## config.mk

```make
export PLATFORM = sky130hd
export DESIGN_NAME = eth_gen_top
export DESIGN_NICKNAME = d
export VERILOG_FILES = /design/src/rtl/eth_gen_pkg.sv /design/src/rtl/eth_gen_top.sv /design/src/rtl/frame_datapath.sv /design/src/rtl/frame_sequencer.sv /design/src/rtl/gen_csr.sv
export VERILOG_INCLUDE_DIRS = /design/src /design/src/include
export SDC_FILE = /design/constraint.sdc
export NUM_CORES = 1
export LEC_CHECK = 0
export ABC_AREA = 0
export BUFFER_PORTS_ARGS = -buffer_cell sky130_fd_sc_hd__buf_2
export CORE_ASPECT_RATIO = 0.5
export CORE_MARGIN = 4
export CORE_UTILIZATION = 40
export DETAILED_ROUTE_END_ITERATION = 6
export HOLD_SLACK_MARGIN = 0.05
export PLACE_DENSITY = 0.68
export REMOVE_ABC_BUFFERS = 1
export SKIP_CTS_REPAIR_TIMING = 1
export SLEW_MARGIN = 0
export SYNTH_ARGS = -nofsm -noshare
export SYNTH_HDL_FRONTEND = slang
export SYNTH_HIERARCHICAL = 1
export SYNTH_SLANG_ARGS = --single-unit
```

## constraint.sdc

```tcl
create_clock -name clk -period 8.6 [get_ports clk]
set_input_delay 0.43 -clock clk [delete_from_list [all_inputs] [get_ports clk]]
set_output_delay 0.43 -clock clk [all_outputs]
set_load 0.02 [all_outputs]
```

## src/include/eth_gen_macros.svh

```systemverilog
`ifndef ETH_GEN_MACROS_SVH
`define ETH_GEN_MACROS_SVH

// Bus widths
`define ETH_GEN_DATA_W 64
`define ETH_GEN_CSR_AW 4
`define ETH_GEN_CSR_W 32

// Frame sizing
// Programmed length that leaves no payload bytes
`define ETH_GEN_HDR_BYTES 24
// Longest programmed length accepted before clamping
`define ETH_GEN_MAX_LEN 9600
// Added to the payload length in the length field of beat 1
`define ETH_GEN_LEN_ADJ 6

// Incrementing payload
`define ETH_GEN_PATTERN_INIT 64'h0001_0203_0405_0607
`define ETH_GEN_PATTERN_STEP 64'h0808_0808_0808_0808

`endif

```

## src/rtl/eth_gen_pkg.sv

```systemverilog
`include "eth_gen_macros.svh"
`default_nettype none

package eth_gen_pkg;

   // Frame FSM states
   typedef enum logic [2:0] {
      ST_IDLE,          // Waiting for start
      ST_DEST_SRC,      // Beat 0, dest + upper src
      ST_SRC_LEN_SEQ,   // Beat 1, lower src + length + seq
      ST_DATA,          // Payload beats
      ST_GAP            // Inter-frame idle
   } gen_state_e;

   // Register map
   typedef enum logic [`ETH_GEN_CSR_AW-1:0] {
      CSR_NUM_PKT   = 4'd0,
      CSR_CONFIG    = 4'd1,
      CSR_OPERATION = 4'd2,
      CSR_SRC_LO    = 4'd4,
      CSR_SRC_HI    = 4'd5,
      CSR_DST_LO    = 4'd6,
      CSR_DST_HI    = 4'd7,
      CSR_TX_COUNT  = 4'd9
   } csr_addr_e;

   typedef logic [`ETH_GEN_DATA_W-1:0] tx_word_t;   // One stream beat
   typedef logic [`ETH_GEN_CSR_W-1:0]  csr_word_t;  // One register value
   typedef logic [2:0]                 empty_t;     // Unused low bytes of last beat
   typedef logic [15:0]                len_t;       // Lengths and byte counts
   typedef logic [47:0]                mac_addr_t;

endpackage

`default_nettype wire

```

## src/rtl/eth_gen_top.sv

```systemverilog
`timescale 1ns/1ns
`include "eth_gen_macros.svh"
`default_nettype none

module eth_gen_top (
   input  wire                         clk,
   input  wire                         reset,
   // Register port
   input  wire [`ETH_GEN_CSR_AW-1:0]   address,
   input  wire                         write,
   input  wire                         read,
   input  wire eth_gen_pkg::csr_word_t writedata,
   output eth_gen_pkg::csr_word_t      readdata,
   // Stream port
   input  wire                         tx_ready,
   output eth_gen_pkg::tx_word_t       tx_data,
   output logic                        tx_valid,
   output logic                        tx_sop,
   output logic                        tx_eop,
   output eth_gen_pkg::empty_t         tx_empty
);

   logic                    start;
   logic                    stop;
   logic                    all_sent;
   logic [13:0]             pkt_length;
   logic                    frame_sent;
   eth_gen_pkg::mac_addr_t  dst_addr;
   eth_gen_pkg::mac_addr_t  src_addr;
   eth_gen_pkg::gen_state_e state;
   eth_gen_pkg::len_t       payload_len;
   logic [15:0]             seq_num;
   logic                    last_beat;
   logic                    advance;

   gen_csr gen_csr_i (
      .clk        (clk),
      .reset      (reset),
      .address    (eth_gen_pkg::csr_addr_e'(address)),
      .write      (write),
      .read       (read),
      .writedata  (writedata),
      .frame_sent (frame_sent),
      .readdata   (readdata),
      .start      (start),
      .stop       (stop),
      .all_sent   (all_sent),
      .pkt_length (pkt_length),
      .dst_addr   (dst_addr),
      .src_addr   (src_addr)
   );

   frame_sequencer frame_sequencer_i (
      .clk         (clk),
      .reset       (reset),
      .start       (start),
      .stop        (stop),
      .all_sent    (all_sent),
      .pkt_length  (pkt_length),
      .advance     (advance),
      .state       (state),
      .payload_len (payload_len),
      .seq_num     (seq_num),
      .last_beat   (last_beat),
      .frame_sent  (frame_sent)
   );

   frame_datapath frame_datapath_i (
      .clk         (clk),
      .reset       (reset),
      .state       (state),
      .payload_len (payload_len),
      .seq_num     (seq_num),
      .last_beat   (last_beat),
      .dst_addr    (dst_addr),
      .src_addr    (src_addr),
      .tx_ready    (tx_ready),
      .advance     (advance),
      .tx_data     (tx_data),
      .tx_valid    (tx_valid),
      .tx_sop      (tx_sop),
      .tx_eop      (tx_eop),
      .tx_empty    (tx_empty)
   );

endmodule

`default_nettype wire

```

## src/rtl/frame_datapath.sv

```systemverilog
`timescale 1ns/1ns
`include "eth_gen_macros.svh"
`default_nettype none

module frame_datapath (
   input  wire                          clk,
   input  wire                          reset,
   input  wire eth_gen_pkg::gen_state_e state,
   input  wire eth_gen_pkg::len_t       payload_len,
   input  wire [15:0]                   seq_num,
   input  wire                          last_beat,
   input  wire eth_gen_pkg::mac_addr_t  dst_addr,
   input  wire eth_gen_pkg::mac_addr_t  src_addr,
   input  wire                          tx_ready,
   output logic                         advance,
   output eth_gen_pkg::tx_word_t        tx_data,
   output logic                         tx_valid,
   output logic                         tx_sop,
   output logic                         tx_eop,
   output eth_gen_pkg::empty_t          tx_empty
);
   import eth_gen_pkg::*;

   tx_word_t  pattern;     // Next payload word
   tx_word_t  beat_data;
   mac_addr_t dst_w;
   mac_addr_t src_w;
   len_t      len_field;
   empty_t    last_empty;

   // Byte 0 of the register goes out first
   function automatic mac_addr_t wire_order(input mac_addr_t a);
      mac_addr_t r;
      for (int i = 0; i < 6; i++) begin
         r[47-8*i -: 8] = a[8*i +: 8];
      end
      return r;
   endfunction

   assign dst_w      = wire_order(dst_addr);
   assign src_w      = wire_order(src_addr);
   assign len_field  = payload_len + len_t'(`ETH_GEN_LEN_ADJ);
   assign last_empty = 3'd0 - payload_len[2:0];   // (8 - P mod 8) mod 8

   // Move on a transfer, or fill an empty output stage
   assign advance = tx_ready | ~tx_valid;

   // ----------------------------------------
   // Beat assembly
   // ----------------------------------------
   always_comb begin
      case (state)
         ST_DEST_SRC:    beat_data = {dst_w, src_w[47:32]};
         ST_SRC_LEN_SEQ: beat_data = {src_w[31:0], len_field, seq_num};
         default:        beat_data = pattern;
      endcase
   end

   // Pattern restarts on every run and carries across frames
   always_ff @(posedge clk) begin
      if (state == ST_IDLE) begin
         pattern <= `ETH_GEN_PATTERN_INIT;
      end else if (state == ST_DATA && advance) begin
         if (pattern[7:0] == 8'hFF) begin
            pattern <= `ETH_GEN_PATTERN_INIT;   // F8..FF wraps to 00..07
         end else begin
            pattern <= pattern + `ETH_GEN_PATTERN_STEP;
         end
      end
   end

   // ----------------------------------------
   // Stream output stage
   // ----------------------------------------
   always_ff @(posedge clk or posedge reset) begin
      if (reset) begin
         tx_valid <= 1'b0;
         tx_sop   <= 1'b0;
         tx_eop   <= 1'b0;
         tx_empty <= '0;
      end else if (advance) begin                  // Hold while sink stalls
         tx_valid <= (state == ST_DEST_SRC) || (state == ST_SRC_LEN_SEQ) ||
                     (state == ST_DATA);
         tx_sop   <= (state == ST_DEST_SRC);
         tx_eop   <= last_beat;
         tx_empty <= last_beat ? last_empty : '0;
      end
   end

   always_ff @(posedge clk) begin
      if (advance) begin
         tx_data <= beat_data;
      end
   end

endmodule

`default_nettype wire

```

## src/rtl/frame_sequencer.sv

```systemverilog
`timescale 1ns/1ns
`include "eth_gen_macros.svh"
`default_nettype none

module frame_sequencer (
   input  wire                    clk,
   input  wire                    reset,
   input  wire                    start,
   input  wire                    stop,
   input  wire                    all_sent,
   input  wire [13:0]             pkt_length,
   input  wire                    advance,       // One beat moves per advance
   output eth_gen_pkg::gen_state_e state,
   output eth_gen_pkg::len_t      payload_len,
   output logic [15:0]            seq_num,
   output logic                   last_beat,     // Beat loaded now ends the frame
   output logic                   frame_sent
);
   import eth_gen_pkg::*;

   localparam len_t BEAT_BYTES = len_t'(`ETH_GEN_DATA_W / 8);

   gen_state_e next_state;
   len_t       clamped_len;
   len_t       byte_cnt;       // Payload bytes still to load
   logic       hdr1_out;       // Beat 1 sits on the stream outputs
   logic       gap_flushed;    // Last beat of the frame has left

   // Payload length from programmed length
   always_comb begin
      if (pkt_length < 14'(`ETH_GEN_HDR_BYTES)) begin
         clamped_len = '0;
      end else if (pkt_length > 14'(`ETH_GEN_MAX_LEN)) begin
         clamped_len = len_t'(`ETH_GEN_MAX_LEN - `ETH_GEN_HDR_BYTES);
      end else begin
         clamped_len = len_t'(pkt_length) - len_t'(`ETH_GEN_HDR_BYTES);
      end
   end

   // Decided once here, datapath trusts it
   always_comb begin
      case (state)
         ST_SRC_LEN_SEQ: last_beat = (payload_len == '0);   // Header-only frame
         ST_DATA:        last_beat = (byte_cnt <= BEAT_BYTES);
         default:        last_beat = 1'b0;
      endcase
   end

   // ----------------------------------------
   // Frame FSM
   // ----------------------------------------
   always_comb begin
      next_state = state;
      case (state)
         ST_IDLE: if (start) next_state = ST_DEST_SRC;
         ST_DEST_SRC: if (advance) next_state = ST_SRC_LEN_SEQ;
         ST_SRC_LEN_SEQ: if (advance) next_state = last_beat ? ST_GAP : ST_DATA;
         ST_DATA: if (advance && last_beat) next_state = ST_GAP;
         ST_GAP: begin
            // Count is up to date once the last beat has gone
            if (gap_flushed) next_state = (stop || all_sent) ? ST_IDLE : ST_DEST_SRC;
         end
         default: next_state = ST_IDLE;
      endcase
   end

   always_ff @(posedge clk or posedge reset) begin
      if (reset) begin
         state       <= ST_IDLE;
         payload_len <= '0;
         byte_cnt    <= '0;
         hdr1_out    <= 1'b0;
         gap_flushed <= 1'b0;
      end else begin
         state       <= next_state;
         gap_flushed <= (state == ST_GAP) && advance && !gap_flushed;
         if (state == ST_IDLE || state == ST_GAP) begin
            payload_len <= clamped_len;          // Latched between frames
         end
         if (advance) begin
            hdr1_out <= (state == ST_SRC_LEN_SEQ);
            if (state == ST_SRC_LEN_SEQ) begin
               byte_cnt <= payload_len;
            end else if (state == ST_DATA) begin
               byte_cnt <= byte_cnt - BEAT_BYTES;   // Eight bytes per beat
            end
         end
      end
   end

   assign frame_sent = hdr1_out & advance;   // Beat 1 transfers

   // Sequence number, bumped after beat 1 has gone
   always_ff @(posedge clk or posedge reset) begin
      if (reset) begin
         seq_num <= '0;
      end else if (start) begin
         seq_num <= '0;
      end else if (frame_sent) begin
         seq_num <= seq_num + 1'b1;
      end
   end

endmodule

`default_nettype wire

```

## src/rtl/gen_csr.sv

```systemverilog
`timescale 1ns/1ns
`default_nettype none

module gen_csr (
   input  wire                         clk,
   input  wire                         reset,
   input  wire eth_gen_pkg::csr_addr_e address,
   input  wire                         write,
   input  wire                         read,
   input  wire eth_gen_pkg::csr_word_t writedata,
   input  wire                         frame_sent,   // One pulse per frame from sequencer
   output eth_gen_pkg::csr_word_t      readdata,
   output logic                        start,        // Single-cycle run start
   output logic                        stop,         // Level, honoured at frame boundary
   output logic                        all_sent,
   output logic [13:0]                 pkt_length,
   output eth_gen_pkg::mac_addr_t      dst_addr,
   output eth_gen_pkg::mac_addr_t      src_addr
);
   import eth_gen_pkg::*;

   csr_word_t   num_pkt;     // Frames per run
   csr_word_t   src_lo;
   csr_word_t   dst_lo;
   csr_word_t   tx_count;    // Frames sent this run
   logic [15:0] src_hi;
   logic [15:0] dst_hi;
   logic        op_start;    // Operation bit 0
   logic        op_done;     // Operation bit 2
   logic        start_d;     // For edge detect on bit 0
   logic        armed;       // Set by the first start after reset

   // ----------------------------------------
   // Configuration registers
   // ----------------------------------------
   always_ff @(posedge clk or posedge reset) begin
      if (reset) begin
         num_pkt    <= '0;
         pkt_length <= '0;
         src_lo     <= '0;
         src_hi     <= '0;
         dst_lo     <= '0;
         dst_hi     <= '0;
      end else if (write) begin
         case (address)
            CSR_NUM_PKT: num_pkt    <= writedata;
            CSR_CONFIG:  pkt_length <= writedata[14:1];   // Other bits not kept
            CSR_SRC_LO:  src_lo     <= writedata;
            CSR_SRC_HI:  src_hi     <= writedata[15:0];
            CSR_DST_LO:  dst_lo     <= writedata;
            CSR_DST_HI:  dst_hi     <= writedata[15:0];
            default: ;
         endcase
      end
   end

   assign src_addr = {src_hi, src_lo};
   assign dst_addr = {dst_hi, dst_lo};

   // ----------------------------------------
   // Operation register
   // ----------------------------------------
   always_ff @(posedge clk or posedge reset) begin
      if (reset) begin
         op_start <= 1'b0;
         stop     <= 1'b0;
         op_done  <= 1'b0;
         start_d  <= 1'b0;
         armed    <= 1'b0;
      end else begin
         start_d <= op_start;
         if (write && address == CSR_OPERATION) begin
            op_start <= writedata[0];
            stop     <= writedata[1];
         end else if (start) begin
            op_start <= 1'b0;            // Self-clearing start bit
            op_done  <= 1'b0;
         end else if (armed && all_sent) begin
            op_done  <= 1'b1;
         end
         if (start) begin
            armed <= 1'b1;               // No done before a run was started
         end
      end
   end

   assign start = op_start & ~start_d;   // Rising edge of bit 0

   // Sent-frame counter, cleared by each start
   always_ff @(posedge clk or posedge reset) begin
      if (reset) begin
         tx_count <= '0;
      end else if (start) begin
         tx_count <= '0;
      end else if (frame_sent) begin
         tx_count <= tx_count + 1'b1;
      end
   end

   assign all_sent = (tx_count == num_pkt);

   // Read mux, zero when not reading
   always_comb begin
      readdata = '0;
      if (read) begin
         case (address)
            CSR_NUM_PKT:   readdata = num_pkt;
            CSR_CONFIG:    readdata = {17'd0, pkt_length, 1'b0};
            CSR_OPERATION: readdata = {29'd0, op_done, stop, op_start};
            CSR_SRC_LO:    readdata = src_lo;
            CSR_SRC_HI:    readdata = {16'd0, src_hi};
            CSR_DST_LO:    readdata = dst_lo;
            CSR_DST_HI:    readdata = {16'd0, dst_hi};
            CSR_TX_COUNT:  readdata = tx_count;
            default:       readdata = '0;   // Unmapped addresses
         endcase
      end
   end

endmodule

`default_nettype wire

```

* Yosys cells after proc, flatten, opt, wreduce, memory -nomap -nowiden
Index checks and enable logic that the tools add are counted.
Word-level totals: memories 0, input bits 41, latch bits 0, logic and storage cells 111, bits in read-only memories 0, output and inout port bits 102, memory bits (writable) 0, flip-flop bits (word level) 366
Operators by class: magnitude comparators 3, equal/unequal tests 18, add/subtract/negate cells 7, shifts and indexed selects 0, bitwise logic cells 6, reductions and logical operators 27, mux-type cells 26, multiply operators 0, divide/modulo/power cells 0
Operators by type and width (count):
- case mux 32 bit (8 select lines) | 1
- case mux 64 bit (2 select lines) | 1
- two-way mux 16 bit | 6
- two-way mux 32 bit | 3
- adder 64 x 60 -> 64 bit (second input constant) | 1
- two-way mux 64 bit | 1
- adder 32 x 1 -> 32 bit (second input constant) | 1
- equality test 32 bit | 1
- two-way mux 3 bit | 7
- adder 16 x 1 -> 16 bit (second input constant) | 1
- adder 16 x 3 -> 16 bit (second input constant) | 1
- equality test 4 x 3 -> 1 bit (second input constant) | 4
- <= comparator 16 x 4 -> 1 bit (second input constant) | 1
- logical NOT 16 bit | 1
- AND reduction 2 bit | 8
- subtractor 16 x 4 -> 16 bit (second input constant) | 1
- case mux 3 bit (5 select lines) | 1
- subtractor 14 x 5 -> 15 bit (second input constant) | 1
- > comparator 14 bit (second input constant) | 1
- less-than comparator 14 x 5 -> 1 bit (second input constant) | 1
- equality test 8 bit (second input constant) | 1
- nonzero test 2 bit | 4
- equality test 3 x 2 -> 1 bit (second input constant) | 2
- logical AND 1 bit | 6
- 18 further kinds | 31

* Depth between registers and ports, before layout
depth in word-level cells 5, gate-level depth with buffers 12, gate-level depth less buffers 8

* By module
The synthesis kept the hierarchy.
Modules (own cells, without submodules):
- gen_csr | sequential area each 4479.3 sq um, instances 1, cells an instance 712, area each 8559.5 sq um
- frame_datapath | sequential area each 3313.2 sq um, instances 1, cells an instance 817, area each 7323.3 sq um
- frame_sequencer | sequential area each 1301.2 sq um, instances 1, cells an instance 294, area each 2805.2 sq um

* Worst setup path after synthesis
No wires, ideal clock.
path type flip-flop to flip-flop, from reg frame_datapath_i.tx_valid, to reg gen_csr_i.tx_count[19], period minus slack after synthesis 3.393 ns, stages on the path, launching flop included 12, required time 8.522 ns, data arrival time 3.315 ns, setup time 0.078 ns, buffers on the path 4, setup slack 5.207 ns, cells stage by stage dfrtp_1 -> nor2b_1 -> buf_2 -> clkinv_2 -> and2_0 -> clkbuf_1 -> buf_4 -> nand4_2 -> or4_1 -> buf_2 -> or4_1 -> a21oi_1
Between the ends: cells in the longest elaborated chain, start to end 4
Ends and longest elaborated chain:
- from (decl) | line frame_datapath.sv:17 | output logic tx_valid,
- from (signal assigned) | line frame_datapath.sv:82 | tx_valid <= (state == ST_DEST_SRC) || (state == ST_SRC_LEN_SEQ) ||
- NOT 1 bit | line frame_datapath.sv:46 | assign advance = tx_ready | ~tx_valid;
- OR 1 bit | line frame_datapath.sv:46
- named net advance | line eth_gen_top.sv:34 | logic advance;
- AND 1 bit | line frame_sequencer.sv:91 | assign frame_sent = hdr1_out & advance;
- named net frame_sent | line eth_gen_top.sv:27 | logic frame_sent;
- nonzero test 2 bit (no source line)
- to (signal assigned) | line gen_csr.sv:96 | tx_count <= tx_count + 1'b1;
- to (decl) | line gen_csr.sv:25 | csr_word_t tx_count;
The timed path passes the listed nets, and every way through them passes these cells. A chain may end at the register's enable or synchronous reset.

* Final worst setup path
from reg frame_datapath_i.tx_valid, to reg frame_datapath_i.pattern[42]
Between the ends: cells in the longest elaborated chain, start to end 3
Ends and longest elaborated chain:
- NOT 1 bit | line frame_datapath.sv:46
- OR 1 bit | line frame_datapath.sv:46
- named net advance | line eth_gen_top.sv:34
- logical AND 1 bit | line frame_datapath.sv:63 | end else if (state == ST_DATA && advance) begin
- to (signal assigned) | line frame_datapath.sv:62 | pattern <= `ETH_GEN_PATTERN_INIT;
- to (signal assigned) | line frame_datapath.sv:65 | pattern <= `ETH_GEN_PATTERN_INIT;
- to (signal assigned) | line frame_datapath.sv:67 | pattern <= pattern + `ETH_GEN_PATTERN_STEP;
- to (decl) | line frame_datapath.sv:24 | tx_word_t pattern;
The timed path passes the listed nets, and every way through them passes these cells.

==> metrics.csv <==
stage,metric,value,unit
clock_tree,clk_path_buf_depth,3,
global_routing,grt-ovfl-total,0,
synthesis,netlist_area,18700,um2
setup_path,critPathCaptureType,flip-flop,
die,rows,55,
die,ios,143,
min_path,holdCritPathClass,input pin to flip-flop,
final_layout,drive_gt1_frac,0.213,
global_routing,grt_max_degree,105,
setup_path,cpLargestDelayFamily,simple AND/OR/NAND/NOR gates,
setup_path,rr_startpoint,frame_datapath_i/tx_valid,
power,finalPower,6700,uW
place,hpwlAfterDp,41600,um
setup_path,required,9.05,ns
outcome,violations,design-rule violations,
outcome,status,"complete, but fails checks",
sta,fin_setup_tns,0,ns
sta,fin_crit,3.62,ns
sta,hold_viol,0,
synthesis,yosysTopAreaCell,dfrtp_1,
run,cap_violations,0,
routing,vias_per_cell,6.06,
routing,dr.pass1.iters,7,
setup_path,ff2ff_setup_slack,4.98,ns
place,port_buffers,142,
min_path,hold_start,writedata[16],
setup_path,cp-start-kind,flip-flop,
global_routing,grt_pass1_vias,14200,
setup_path,arrival,4.08,ns
setup_path,worstRegToRegCells,8,
setup_path,crit_buf_inv,2,
power,power_leakage,0.00864,uW
synthesis,synth-edff-count,64,
power,pwr_density_cell,318,nW/um2
synthesis,synthTopCellsByArea,"dfrtp_1, edfxtp_1, mux2_2",
clock_tree,cts.sinks,363,
place,gp_congestion,0.911,
min_path,holdPathEnd,gen_csr_i/src_lo[16],
final_layout,regArea,9090,um2
routing,wl_per_cell,23.0,um
global_routing,grt_pass1_wl,88700,um
setup_path,crit_chain,nor2b_1 > clkinv_2 > buf_4 > nand3_2 > nor4_2 > a21oi_1 > or4_1 > a21oi_1,
clock_tree,cts_tree,done,
routing,vias,15500,
clock_tree,clk_pin_slew,0.07,ns
sta,timing.fmax,0.276,GHz
clock_tree,htreeDepth,2,
sta,finalSetupViolations,0,
final_layout,area_growth,12.7,%
sta,grt_setup_unrepaired,no,
routing,routed_wl,58700,um
synthesis,async_reset_ff_frac,0.653,
final_layout,fin_nets,1949,
clock_tree,root_buffer,clkbuf_16,
sta,finalMaxSlewViolations,0,
die,core-area,45700,um2
sta,tightest_slew,1.25,ns
die,dieArea,50500,um2
routing,drtIter0Drc,2125,
setup_path,crit_fanout,79,
routing,post-route-drc-count,4,
synthesis,yosysTopAreaCellShare,0.317,
setup_path,max_stage_delay,0.75,ns
power,peakVddDrop,0.000142,V
global_routing,track_usage,0.226,
sta,period_share,0.421,
routing,drtAntennaViolNets,0,
final_layout,fillCellCount,4257,
sta,slew_headroom,0.167,
synthesis,syn_inst,1823,
setup_path,worst-setup-path-type,flip-flop to flip-flop,
die,die_h,161,um
clock_tree,cts_buffers,37,
setup_path,reg2reg_to,frame_datapath_i/pattern[42],
global_routing,antenna_found_initial,1,
synthesis,syn_area_per_cell,10.3,um2
die,die_x,314,um
setup_path,crit_top_cell,a21oi_1,
synthesis,synth_cell_type_count,91,
sta,skew,0.0254,ns
synthesis,ys_warn_count,6,
final_layout,multi_input_area,8960,um2
min_path,worstHoldPathCells,2,
sta,hold_slack,0.151,ns
die,initial_utilization,0.409,
synthesis,yosysSeqAreaShare,0.487,
synthesis,ys_ff_latch,363,
clock_tree,clock_latency,0.55,ns
synthesis,synthFlopType,dfrtp_1,
setup_path,cpMaxStageDelayCell,buf_4,
-- registers in the layout, indices dropped and copies added (netlist names), 3 cells and up --
name                           cells
gen_csr_i/tx_count                32
frame_sequencer_i/seq_num         16
frame_datapath_i/pattern          62
frame_sequencer_i/payload_len     15
frame_datapath_i/tx_data          64
gen_csr_i/dst_lo                  32
gen_csr_i/num_pkt                 32
frame_sequencer_i/byte_cnt        16
gen_csr_i/src_lo                  32
frame_sequencer_i/state            3
frame_datapath_i/tx_empty          3
gen_csr_i/dst_hi                  16
gen_csr_i/pkt_length              14
gen_csr_i/src_hi                  16
-- where the power goes --
part	internal, uW	switching, uW	leakage [uW]
Combinational	789	1270	0.00392
Clock	938	697	0.000589
Sequential	2330	666	0.00412
Total	4060	2630	0.00864
-- stage by stage --
stage / worst slack, ns / instances / instance area, um2 / util
after floorplan: 2.95 / 1698 / 18100 / -
after detailed placement: 4.97 / 2488 / 19800 / 0.434
final: 4.98 / 2557 / 21100 / 0.461
after CTS: 4.97 / 2554 / 21000 / 0.460
after global placement: 5.07 / 2488 / 19800 / 0.434
after global routing: 4.58 / 2556 / 21100 / 0.461
-- worst max-delay path by stage --
stage	from	endpoint	slack, ns	cells past startpoint
6_report	frame_datapath_i/tx_valid	frame_datapath_i/pattern[42]	4.98	8
5_1_grt	frame_datapath_i/tx_valid	frame_datapath_i/pattern[42]	4.58	8
4_1_cts	frame_datapath_i/tx_valid	frame_datapath_i/pattern[42]	4.97	8
3_5_place_dp	tx_ready	frame_datapath_i/pattern[42]	4.97	9
3_3_place_gp	tx_ready	frame_datapath_i/pattern[42]	5.07	9
2_1_floorplan	frame_sequencer_i/state[0]	frame_datapath_i/tx_data[0]	2.95	5
-- synth_stat cells (14+ instances only) --
cell and instances:
a21oi_1 80, a222oi_1 14, a22oi_1 122, a31oi_1 18
and3_1 17, buf_2 21, clkbuf_1 77, dfrtp_1 237
dfxtp_1 62, edfxtp_1 64, inv_1 30, mux2_2 147
mux2i_1 29, nand2_1 218, nand2b_1 24, nand3_1 54
nand4_1 45, nor2_1 87, nor3_1 29, nor4_1 33
o21ai_0 52, o31ai_1 21, or3_1 16, or4_1 24
xnor2_1 24, xor2_1 75
-- placed cells by master (no fill, tap or decap), types with 10 or more instances in the layout --
cell         n
dfrtp_1    237
nand2_1    218
mux2_2     147
buf_2      142
a22oi_1    122
nor2_1      85
a21oi_1     79
xor2_1      75
edfxtp_1    64
dfxtp_1     62
nand3_1     54
o21ai_0     52
nand4_1     45
clkbuf_16   37
nor4_1      33
mux2i_1     29
inv_1       28
nor3_1      27
nand2b_1    24
xnor2_1     24
or4_1       24
o31ai_1     21
buf_4       21
a31oi_1     18
and3_1      17
or3_1       16
a222oi_1    14
and4_1      11
o22ai_1     11
and2_1      10
a22o_1      10
-- worst register-to-register path, delay by kind of cell, from the launching register on --
family / cells / cell delay (ns)
simple gates: 4 / 1.99
buf+inv: 2 / 0.86
compound gates: 2 / 0.31
flops: 1 / 0.37
-- logic make-up (layout without fill, tap and decap cells) --
family,count (synthesis),after routing,share of synthesized area
AND/OR/NAND/NOR,624,624,0.173
multiplexers,176,176,0.104
adder cells (fa/ha/maj),7,7,0.00469
flip-flops,363,363,0.487
AO/OA/AOI/OAI,397,397,0.149
XOR/XNOR,99,99,0.0464
buffers and inverters,157,262,0.0364
other,0,2,0
-- routing by layer --
layer,global-route usage,vias to the layer above,part of all wire
met5,0,-,0
met4,0.0820,0,0.038
met3,0.0610,114,0.098
met2,0.342,726,0.44
met1,0.311,7684,0.42
li1,-,6961,-
-- cell type report --
class | count | area share
clock buffer | 49 | 0.0490
inverter | 32 | 0.00600
clock inverter | 17 | 0.00838
timing repair buffer | 164 | 0.0417
tap | 627 | 0.0373
multi-input combinational | 1303 | 0.426
sequential | 363 | 0.432
antenna | 2 | 0.000238
Note: power is estimated with default switching activity, not from simulation.
